==> config.mk <==
export PLATFORM = sky130hd
export DESIGN_NAME = fft_r2sdf_top
export DESIGN_NICKNAME = d
export VERILOG_FILES = /design/src/logic/fft_pkg.sv /design/src/logic/sdf_butterfly.sv /design/src/logic/sdf_stage.sv /design/src/logic/fft_frame_feeder.sv /design/src/logic/fft_bit_reverse.sv /design/src/logic/fft_r2sdf_top.sv
export VERILOG_INCLUDE_DIRS = /design/src /design/src/logic
export SDC_FILE = /design/constraint.sdc
export NUM_CORES = 2
export LEC_CHECK = 0
export BUFFER_PORTS_ARGS = -buffer_cell sky130_fd_sc_hd__buf_2
export CAP_MARGIN = 20
export CELL_PAD_IN_SITES_DETAIL_PLACEMENT = 1
export CELL_PAD_IN_SITES_GLOBAL_PLACEMENT = 1
export CORE_ASPECT_RATIO = 1.2
export CORE_UTILIZATION = 25
export DETAILED_ROUTE_END_ITERATION = 7
export PLACE_DENSITY = 0.43
export SLEW_MARGIN = 20
export SYNTH_ARGS = -nofsm -noshare
export SYNTH_HDL_FRONTEND = slang
export SYNTH_SLANG_ARGS = --single-unit
==> constraint.sdc <==
create_clock -name clk_i -period 14.5 [get_ports clk_i]
set_input_delay 2.175 -clock clk_i [delete_from_list [all_inputs] [get_ports clk_i]]
set_output_delay 2.175 -clock clk_i [all_outputs]
set_load 0.02 [all_outputs]
==> src/logic/fft_macros.svh <==
// FFT size, stage count, sample and twiddle word widths, fraction bits

`ifndef FFT_MACROS_SVH
`define FFT_MACROS_SVH

// ==============================
// Transform size
// ==============================

// Number of points per frame
`define FFT_POINTS 16

// Radix-2 stages, log2 of the point count
`define FFT_STAGES 4

// ==============================
// Fixed-point formats
// ==============================

// Real or imaginary sample part, Q10.6
`define SAMPLE_W 16

// Real or imaginary twiddle part, Q2.6
`define TWIDDLE_W 8

// Both formats share the same binary point
`define FRAC_BITS 6

`endif

==> src/logic/fft_pkg.sv <==
// FFT package with sample and twiddle types and the butterfly state enum

`default_nettype none

`include "fft_macros.svh"

package fft_pkg;

    // ==============================
    // Data types
    // ==============================

    // One real or imaginary part of a sample in Q10.6
    typedef logic signed [`SAMPLE_W-1:0] sample_t;

    // One real or imaginary part of a twiddle factor in Q2.6
    typedef logic signed [`TWIDDLE_W-1:0] twiddle_t;

    // ==============================
    // Butterfly control
    // ==============================

    // Operating mode of an SDF butterfly within the 2D sample cycle
    typedef enum logic [1:0] {
        BFLY_IDLE    = 2'b00,
        BFLY_FIRST   = 2'b01,
        BFLY_SECOND  = 2'b10,
        BFLY_WAITING = 2'b11
    } bfly_state_e;

endpackage

`default_nettype wire

==> src/logic/sdf_butterfly.sv <==
// Combinational radix-2 SDF butterfly with state-selected outputs

`timescale 1ns/100ps
`default_nettype none

module sdf_butterfly (
    input  fft_pkg::bfly_state_e state_i,
    // New sample from the stage input
    input  fft_pkg::sample_t     a_re_i,
    input  fft_pkg::sample_t     a_im_i,
    // Oldest entry of the feedback delay line
    input  fft_pkg::sample_t     b_re_i,
    input  fft_pkg::sample_t     b_im_i,
    // Toward the twiddle multiplier and output register
    output fft_pkg::sample_t     out_re_o,
    output fft_pkg::sample_t     out_im_o,
    // Toward the head of the delay line
    output fft_pkg::sample_t     sr_re_o,
    output fft_pkg::sample_t     sr_im_o
);

    // A and B are x[n+D] and x[n] of the decimation-in-frequency pair.
    // Word growth wraps, since the datapath has no scaling or saturation
    always_comb begin
        case (state_i)
            // First half of a block fills the delay line
            fft_pkg::BFLY_WAITING: begin
                out_re_o = '0;
                out_im_o = '0;
                sr_re_o  = a_re_i;
                sr_im_o  = a_im_i;
            end
            // Sum leaves at once, difference goes round the loop again
            fft_pkg::BFLY_FIRST: begin
                out_re_o = a_re_i + b_re_i;
                out_im_o = a_im_i + b_im_i;
                sr_re_o  = b_re_i - a_re_i;
                sr_im_o  = b_im_i - a_im_i;
            end
            // Stored differences drain out while the next frame fills in behind them
            fft_pkg::BFLY_SECOND: begin
                out_re_o = b_re_i;
                out_im_o = b_im_i;
                sr_re_o  = a_re_i;
                sr_im_o  = a_im_i;
            end
            // Nothing moves
            default: begin
                out_re_o = '0;
                out_im_o = '0;
                sr_re_o  = '0;
                sr_im_o  = '0;
            end
        endcase
    end

endmodule

`default_nettype wire

==> src/logic/sdf_stage.sv <==
// Radix-2 SDF stage with delay line, state counters, twiddle ROM and multiplier

`timescale 1ns/100ps
`default_nettype none

`include "fft_macros.svh"

module sdf_stage #(
    parameter int STAGE_IDX = 0
) (
    input  logic             clk_i,
    input  logic             rst_n_i,
    input  logic             in_valid_i,
    input  fft_pkg::sample_t in_re_i,
    input  fft_pkg::sample_t in_im_i,
    output logic             out_valid_o,
    output fft_pkg::sample_t out_re_o,
    output fft_pkg::sample_t out_im_o
);

    // Feedback delay, half of the sub-transform length at this stage
    localparam int D     = `FFT_POINTS >> (STAGE_IDX + 1);
    localparam int CNT_W = $clog2(2 * D);
    localparam int SEC_W = $clog2(D + 1);
    localparam real PI   = 3.14159265358979;

    // Input position within the current 2D block
    logic [CNT_W-1:0] in_cnt;
    // SECOND cycles still owed to the previous block
    logic [SEC_W-1:0] sec_left;
    fft_pkg::bfly_state_e state;

    fft_pkg::sample_t dl_re [D];
    fft_pkg::sample_t dl_im [D];
    fft_pkg::sample_t bf_re;
    fft_pkg::sample_t bf_im;
    fft_pkg::sample_t sr_re;
    fft_pkg::sample_t sr_im;
    fft_pkg::sample_t mul_re;
    fft_pkg::sample_t mul_im;

    // Rounded Q2.6 part of W_N^power, evaluated only at elaboration
    function automatic fft_pkg::twiddle_t twiddle_part(input int power, input logic imag);
        real ang;
        real val;
        int  q;
        ang = -2.0 * PI * real'(power) / real'(`FFT_POINTS);
        val = imag ? $sin(ang) : $cos(ang);
        val = val * real'(1 << `FRAC_BITS);
        q   = (val >= 0.0) ? $rtoi(val + 0.5) : $rtoi(val - 0.5);
        return fft_pkg::twiddle_t'(q);
    endfunction

    // ==============================
    // Control
    // ==============================

    // Pending SECOND cycles win over WAITING so that frames may abut
    always_comb begin
        if (in_valid_i && in_cnt[CNT_W-1]) begin
            state = fft_pkg::BFLY_FIRST;
        end else if (sec_left != '0) begin
            state = fft_pkg::BFLY_SECOND;
        end else if (in_valid_i) begin
            state = fft_pkg::BFLY_WAITING;
        end else begin
            state = fft_pkg::BFLY_IDLE;
        end
    end

    always_ff @(posedge clk_i) begin
        if (!rst_n_i) begin
            in_cnt   <= '0;
            sec_left <= '0;
        end else begin
            if (in_valid_i) begin
                in_cnt <= in_cnt + 1'b1;
            end
            // The last FIRST sample arms D cycles of SECOND
            if (state == fft_pkg::BFLY_FIRST && (&in_cnt)) begin
                sec_left <= SEC_W'(D);
            end else if (sec_left != '0) begin
                sec_left <= sec_left - 1'b1;
            end
        end
    end

    // ==============================
    // Datapath
    // ==============================

    sdf_butterfly u_bfly (
        .state_i  (state),
        .a_re_i   (in_re_i),
        .a_im_i   (in_im_i),
        .b_re_i   (dl_re[D-1]),
        .b_im_i   (dl_im[D-1]),
        .out_re_o (bf_re),
        .out_im_o (bf_im),
        .sr_re_o  (sr_re),
        .sr_im_o  (sr_im)
    );

    // Delay line advances on every active cycle, including idle-input SECOND
    always_ff @(posedge clk_i) begin
        if (state != fft_pkg::BFLY_IDLE) begin
            dl_re[0] <= sr_re;
            dl_im[0] <= sr_im;
            for (int i = 1; i < D; i++) begin
                dl_re[i] <= dl_re[i-1];
                dl_im[i] <= dl_im[i-1];
            end
        end
    end

    if (D > 1) begin : g_twiddle
        localparam int IDX_W = $clog2(D);
        localparam int ACC_W = `SAMPLE_W + `TWIDDLE_W + 1;
        localparam logic signed [ACC_W-1:0] HALF_LSB = ACC_W'(1) <<< (`FRAC_BITS - 1);

        logic [IDX_W-1:0] tw_idx;
        fft_pkg::twiddle_t rom_re [D];
        fft_pkg::twiddle_t rom_im [D];
        logic signed [ACC_W-1:0] acc_re;
        logic signed [ACC_W-1:0] acc_im;

        // Position j inside SECOND selects W_N^(j * 2^k)
        for (genvar g = 0; g < D; g++) begin : g_rom
            assign rom_re[g] = twiddle_part(g << STAGE_IDX, 1'b0);
            assign rom_im[g] = twiddle_part(g << STAGE_IDX, 1'b1);
        end

        assign tw_idx = IDX_W'(SEC_W'(D) - sec_left);

        // Complex product, then round half up back to Q10.6
        always_comb begin
            acc_re = bf_re * rom_re[tw_idx] - bf_im * rom_im[tw_idx] + HALF_LSB;
            acc_im = bf_re * rom_im[tw_idx] + bf_im * rom_re[tw_idx] + HALF_LSB;
        end

        assign mul_re = acc_re[`FRAC_BITS +: `SAMPLE_W];
        assign mul_im = acc_im[`FRAC_BITS +: `SAMPLE_W];
    end else begin : g_unity
        // Last stage only ever sees W^0
        assign mul_re = bf_re;
        assign mul_im = bf_im;
    end

    // ==============================
    // Output register
    // ==============================

    always_ff @(posedge clk_i) begin
        if (!rst_n_i) begin
            out_valid_o <= 1'b0;
        end else begin
            out_valid_o <= (state == fft_pkg::BFLY_FIRST) || (state == fft_pkg::BFLY_SECOND);
        end
    end

    always_ff @(posedge clk_i) begin
        if (state == fft_pkg::BFLY_SECOND) begin
            out_re_o <= mul_re;
            out_im_o <= mul_im;
        end else begin
            out_re_o <= bf_re;
            out_im_o <= bf_im;
        end
    end

endmodule

`default_nettype wire

==> src/logic/fft_frame_feeder.sv <==
// Input register and frame counter that pads broken frames with zeros

`timescale 1ns/100ps
`default_nettype none

`include "fft_macros.svh"

module fft_frame_feeder (
    input  logic             clk_i,
    input  logic             rst_n_i,
    input  logic             in_valid_i,
    input  fft_pkg::sample_t in_re_i,
    input  fft_pkg::sample_t in_im_i,
    output logic             data_valid_o,
    output fft_pkg::sample_t data_re_o,
    output fft_pkg::sample_t data_im_o,
    output logic             frame_padded_o
);

    localparam int POS_W = $clog2(`FFT_POINTS);

    // Slot index of the next sample within the frame
    logic [POS_W-1:0] pos;
    // Set while the rest of a broken frame is filled with zeros
    logic             padding;
    logic             pad_now;

    // A gap in the middle of a frame starts padding, and input is dropped until it ends
    assign pad_now = padding || (pos != '0 && !in_valid_i);

    always_ff @(posedge clk_i) begin
        if (!rst_n_i) begin
            pos            <= '0;
            padding        <= 1'b0;
            data_valid_o   <= 1'b0;
            frame_padded_o <= 1'b0;
        end else begin
            data_valid_o   <= pad_now || in_valid_i;
            frame_padded_o <= pad_now && !padding;
            padding        <= pad_now && !(&pos);
            if (pad_now || in_valid_i) begin
                pos <= pos + 1'b1;
            end
        end
    end

    // Sample payload, zero while padding
    always_ff @(posedge clk_i) begin
        data_re_o <= pad_now ? '0 : in_re_i;
        data_im_o <= pad_now ? '0 : in_im_i;
    end

endmodule

`default_nettype wire

==> src/logic/fft_bit_reverse.sv <==
// Ping-pong reorder buffer from bit-reversed to natural bin order

`timescale 1ns/100ps
`default_nettype none

`include "fft_macros.svh"

module fft_bit_reverse (
    input  logic             clk_i,
    input  logic             rst_n_i,
    input  logic             in_valid_i,
    input  fft_pkg::sample_t in_re_i,
    input  fft_pkg::sample_t in_im_i,
    output logic             out_valid_o,
    output fft_pkg::sample_t out_re_o,
    output fft_pkg::sample_t out_im_o
);

    localparam int ADDR_W = $clog2(`FFT_POINTS);

    // Two banks, selected by the top address bit
    fft_pkg::sample_t mem_re [2 * `FFT_POINTS];
    fft_pkg::sample_t mem_im [2 * `FFT_POINTS];

    logic [ADDR_W-1:0] wcnt;
    logic              wbank;
    logic [ADDR_W-1:0] rcnt;
    logic              rbank;
    logic              rd_active;
    logic              last_write;

    function automatic logic [ADDR_W-1:0] bit_rev(input logic [ADDR_W-1:0] addr);
        logic [ADDR_W-1:0] rev;
        for (int i = 0; i < ADDR_W; i++) begin
            rev[i] = addr[ADDR_W-1-i];
        end
        return rev;
    endfunction

    assign last_write = in_valid_i && (&wcnt);

    // ==============================
    // Write side
    // ==============================

    // SDF output index n holds bin bitrev(n), so store it there
    always_ff @(posedge clk_i) begin
        if (in_valid_i) begin
            mem_re[{wbank, bit_rev(wcnt)}] <= in_re_i;
            mem_im[{wbank, bit_rev(wcnt)}] <= in_im_i;
        end
    end

    always_ff @(posedge clk_i) begin
        if (!rst_n_i) begin
            wcnt  <= '0;
            wbank <= 1'b0;
        end else if (in_valid_i) begin
            wcnt <= wcnt + 1'b1;
            if (&wcnt) begin
                wbank <= ~wbank;
            end
        end
    end

    // ==============================
    // Read side
    // ==============================

    // A finished bank takes over at once, even if the last read just ended
    always_ff @(posedge clk_i) begin
        if (!rst_n_i) begin
            rd_active   <= 1'b0;
            rcnt        <= '0;
            rbank       <= 1'b0;
            out_valid_o <= 1'b0;
        end else begin
            out_valid_o <= rd_active;
            if (last_write) begin
                rd_active <= 1'b1;
                rcnt      <= '0;
                rbank     <= wbank;
            end else if (rd_active) begin
                rcnt <= rcnt + 1'b1;
                if (&rcnt) begin
                    rd_active <= 1'b0;
                end
            end
        end
    end

    always_ff @(posedge clk_i) begin
        out_re_o <= mem_re[{rbank, rcnt}];
        out_im_o <= mem_im[{rbank, rcnt}];
    end

endmodule

`default_nettype wire

==> src/logic/fft_r2sdf_top.sv <==
// Top level of the 16-point radix-2 SDF FFT with feeder, stages and reorder buffer

`timescale 1ns/100ps
`default_nettype none

`include "fft_macros.svh"

module fft_r2sdf_top (
    input  logic             clk_i,
    input  logic             rst_n_i,
    input  logic             in_valid_i,
    input  fft_pkg::sample_t in_re_i,
    input  fft_pkg::sample_t in_im_i,
    output logic             out_valid_o,
    output fft_pkg::sample_t out_re_o,
    output fft_pkg::sample_t out_im_o,
    output logic             frame_padded_o
);

    // Element 0 comes from the feeder, element k+1 from stage k
    logic             chain_valid [`FFT_STAGES+1];
    fft_pkg::sample_t chain_re    [`FFT_STAGES+1];
    fft_pkg::sample_t chain_im    [`FFT_STAGES+1];

    fft_frame_feeder u_feeder (
        .clk_i          (clk_i),
        .rst_n_i        (rst_n_i),
        .in_valid_i     (in_valid_i),
        .in_re_i        (in_re_i),
        .in_im_i        (in_im_i),
        .data_valid_o   (chain_valid[0]),
        .data_re_o      (chain_re[0]),
        .data_im_o      (chain_im[0]),
        .frame_padded_o (frame_padded_o)
    );

    // Delays halve from stage to stage
    for (genvar k = 0; k < `FFT_STAGES; k++) begin : g_stage
        sdf_stage #(
            .STAGE_IDX (k)
        ) u_stage (
            .clk_i       (clk_i),
            .rst_n_i     (rst_n_i),
            .in_valid_i  (chain_valid[k]),
            .in_re_i     (chain_re[k]),
            .in_im_i     (chain_im[k]),
            .out_valid_o (chain_valid[k+1]),
            .out_re_o    (chain_re[k+1]),
            .out_im_o    (chain_im[k+1])
        );
    end

    fft_bit_reverse u_reorder (
        .clk_i       (clk_i),
        .rst_n_i     (rst_n_i),
        .in_valid_i  (chain_valid[`FFT_STAGES]),
        .in_re_i     (chain_re[`FFT_STAGES]),
        .in_im_i     (chain_im[`FFT_STAGES]),
        .out_valid_o (out_valid_o),
        .out_re_o    (out_re_o),
        .out_im_o    (out_im_o)
    );

endmodule

`default_nettype wire

==> impl_metrics.py <==
metrics = {
    "floorplan": {
        "core_um2": 425000,
        "die_x_um": 599,
        "ios": 69,
        "die_h_um": 718,
        "placementRows": 262,
        "die_area_um2": 430000,
        "initial_core_util": 0.251,
    },
    "drt": {
        "first_iter_violations": 3101,
        "viasPerCell": 4.49,
        "drc": 0,
        "vias": 64500,
        "ant_nets": 0,
        "drt_wl_total_um": 343000,
        "dr.pass1.iters": 5,
        "routedWlPerCell_um": 23.9,
    },
    "worst_setup_path": {
        "critPathLaunch": "g_stage[0].u_stage.sec_left[0]",
        "path_class": "reg2reg",
        "start_kind": "flop",
        "cp_slowest_cell": "ha_1",
        "r2r-start": "g_stage[0].u_stage.sec_left[0]",
        "critPathMaxFanout": 21,
        "cpPeakStageDelay_ns": 0.86,
        "worstSetupEndpointType": "flop",
        "crit_arrival_ns": 9.99,
        "crit_required_ns": 15.27,
        "r2r-end": "g_stage[0].u_stage.out_re_o[14]",
        "ff2ff_path_depth": 27,
        "rrSetupSlack_ns": 5.28,
    },
    "clock_network": {
        "cts_resized": 0,
        "clk_latency_ns": 0.93,
        "cts_tree": "yes",
        "cts.sinks": 1739,
        "ctsHoldBuffers": 0,
        "clock_path_buffers": 4,
        "post_cts_buffers": 0,
        "cts_max_level": 4,
        "cts_buffers": 205,
        "clkTransAtPathRegs_ns": 0.07,
        "clockRootBuffer": "clkbuf_16",
    },
    "synth": {
        "synth_top_cell_area_share": 0.423,
        "synthArstFlopShare": 0,
        "synthDistinctLibCells": 92,
        "syn_inst": 8407,
        "synth_area_um2": 107000,
        "yosys-top-cells-area": "edfxtp_1, fa_1, ha_1",
        "synth-edff-count": 1504,
        "synth.avg_cell_area_um2": 12.7,
        "ys_ff_latch": 1739,
        "synth_top_flop_cell": "edfxtp_1",
        "ys_seq_area_frac": 0.467,
        "synth_area_leader_cell": "edfxtp_1",
        "yosys_warnings": 0,
    },
    "global_route": {
        "grt_pass1_vias": 72400,
        "grt_max_degree": 131,
        "antenna_found_initial": 22,
        "grt_pass1_wl_um": 507000,
        "grt.total_usage": 0.160,
        "overflow": 0,
    },
    "layout": {
        "final_common_cell": "edfxtp_1",
        "area_delta_synth_final_pct": 13.8,
        "final_nets": 10000,
        "utilization": 0.286,
        "final_cell_mix": "edfxtp_1, inv_1, fa_1",
        "fin_area_um2": 122000,
        "drive_above_1_share": 0.117,
        "layout.cells.non_filler": 14300,
    },
    "timing": {
        "maxClockFrequency_mhz": 109,
        "finalSetupTns_ns": 0,
        "hold_viol": 0,
        "setup_viol": 0,
        "timing.final.crit_share": 0.636,
        "slew_headroom": 0.260,
        "skew_ns": 0.113,
        "finalMaxSlewViolations": 0,
        "grt_setup_unrepaired": "no",
        "worst_pin_slew_ns": 1.11,
        "period_minus_slack_ns": 9.22,
    },
    "placed_design": {
        "portBuffers": 68,
        "dp_hpwl_um": 244000,
        "place_inst": 14000,
        "dpl_cell_area_um2": 114000,
        "gp_congestion": 0.804,
    },
    "job": {
        "maxCapViolCount": 0,
    },
    "hold_path": {
        "hp-start": "g_stage[1].u_stage.dl_re[0][5]",
        "holdCritPathClass": "reg2reg",
        "whs_path_depth": 0,
        "min_to": "g_stage[1].u_stage.dl_re[1][5]",
    },
    "status": {
        "status": "finished clean",
    },
}
routing by layer:
| metal | wire length, µm | up-vias | GRT usage |
|---|---|---|---|
| met1 | 145000 | 34400 | 0.199 |
| met2 | 182000 | 712 | 0.297 |
| met5 | 0 | - | 0 |
| met4 | 7400 | 0 | 0.0346 |
| met3 | 8210 | 353 | 0.0141 |
| li1 | - | 29000 | - |
cells by family after synthesis:
logic type	Yosys count	synth area share
AND/OR/NAND/NOR	1729	0.0732
XOR/XNOR	352	0.0291
adder cells (fa/ha/maj)	1517	0.236
AO/OA/AOI/OAI	1051	0.0633
buffers and inverters	1634	0.0576
multiplexers	383	0.0739
flip-flops	1739	0.467
other	2	0.0000703
worst max-delay path by stage:
stage	depth (start not counted)	to	slack (ns)
after global routing	26	g_stage[1].u_stage.out_re_o[15]	4.63
after global placement	26	g_stage[1].u_stage.out_re_o[15]	4.97
after CTS	26	g_stage[1].u_stage.out_re_o[15]	4.85
after detailed placement	26	g_stage[1].u_stage.out_re_o[15]	4.88
after floorplan	29	g_stage[1].u_stage.out_im_o[15]	6.54
final	27	g_stage[0].u_stage.out_re_o[14]	5.28
through the flow:
step / setup slack (ns) / hold slack (ns)
6_report: 5.28 / 0.345
5_1_grt: 4.63 / 0.371
4_1_cts: 4.85 / 0.356
3_5_place_dp: 4.88 / 0.405
3_3_place_gp: 4.97 / 0.400
2_1_floorplan: 6.54 / 0.400
flip-flops by register name, summed over array words and instances (netlist names), 10 cells and up:
register                  cells
g_stage.u_stage.sec_left     10
u_reorder.out_im_o           16
u_feeder.data_im_o           16
g_stage.u_stage.dl_re       240
u_reorder.mem_re            512
u_feeder.data_re_o           16
u_reorder.out_re_o           16
g_stage.u_stage.in_cnt       10
g_stage.u_stage.dl_im       240
g_stage.u_stage.out_im_o     64
u_reorder.mem_im            512
g_stage.u_stage.out_re_o     64
synth_stat cells, types with 109 or more instances:
| cell | count |
|---|---|
| mux4_2 | 321 |
| clkbuf_1 | 283 |
| inv_1 | 1293 |
| and2_1 | 123 |
| nor2_1 | 683 |
| o21ai_0 | 194 |
| nand2_1 | 497 |
| edfxtp_1 | 1504 |
| ha_1 | 693 |
| a21oi_1 | 298 |
| dfxtp_1 | 235 |
| a21o_1 | 109 |
| xnor2_1 | 262 |
| fa_1 | 824 |
critical path, delay by kind of cell (launching register included):
kind	cells	cell delay (ns)
xor+xnor	1	0.17
simple gates	4	1.25
buf+inv	6	0.98
flops	1	0.34
compound gates	7	1.98
fa+ha+maj	9	4.32
area by class of cell:
| cell class | count | area (µm²) |
|---|---|---|
| antenna | 13 | 32.5 |
| clock buffer | 264 | 5640 |
| clock inverter | 118 | 1440 |
| fill | 46100 | 303000 |
| inverter | 1297 | 4880 |
| multi-input combinational | 5035 | 51200 |
| sequential | 1739 | 49900 |
| tap | 5676 | 7100 |
| timing repair buffer | 204 | 1400 |
Power is left out: the tool's default activity adds up to more than one toggle a clock period on the data nets, which glitch-free logic cannot reach.
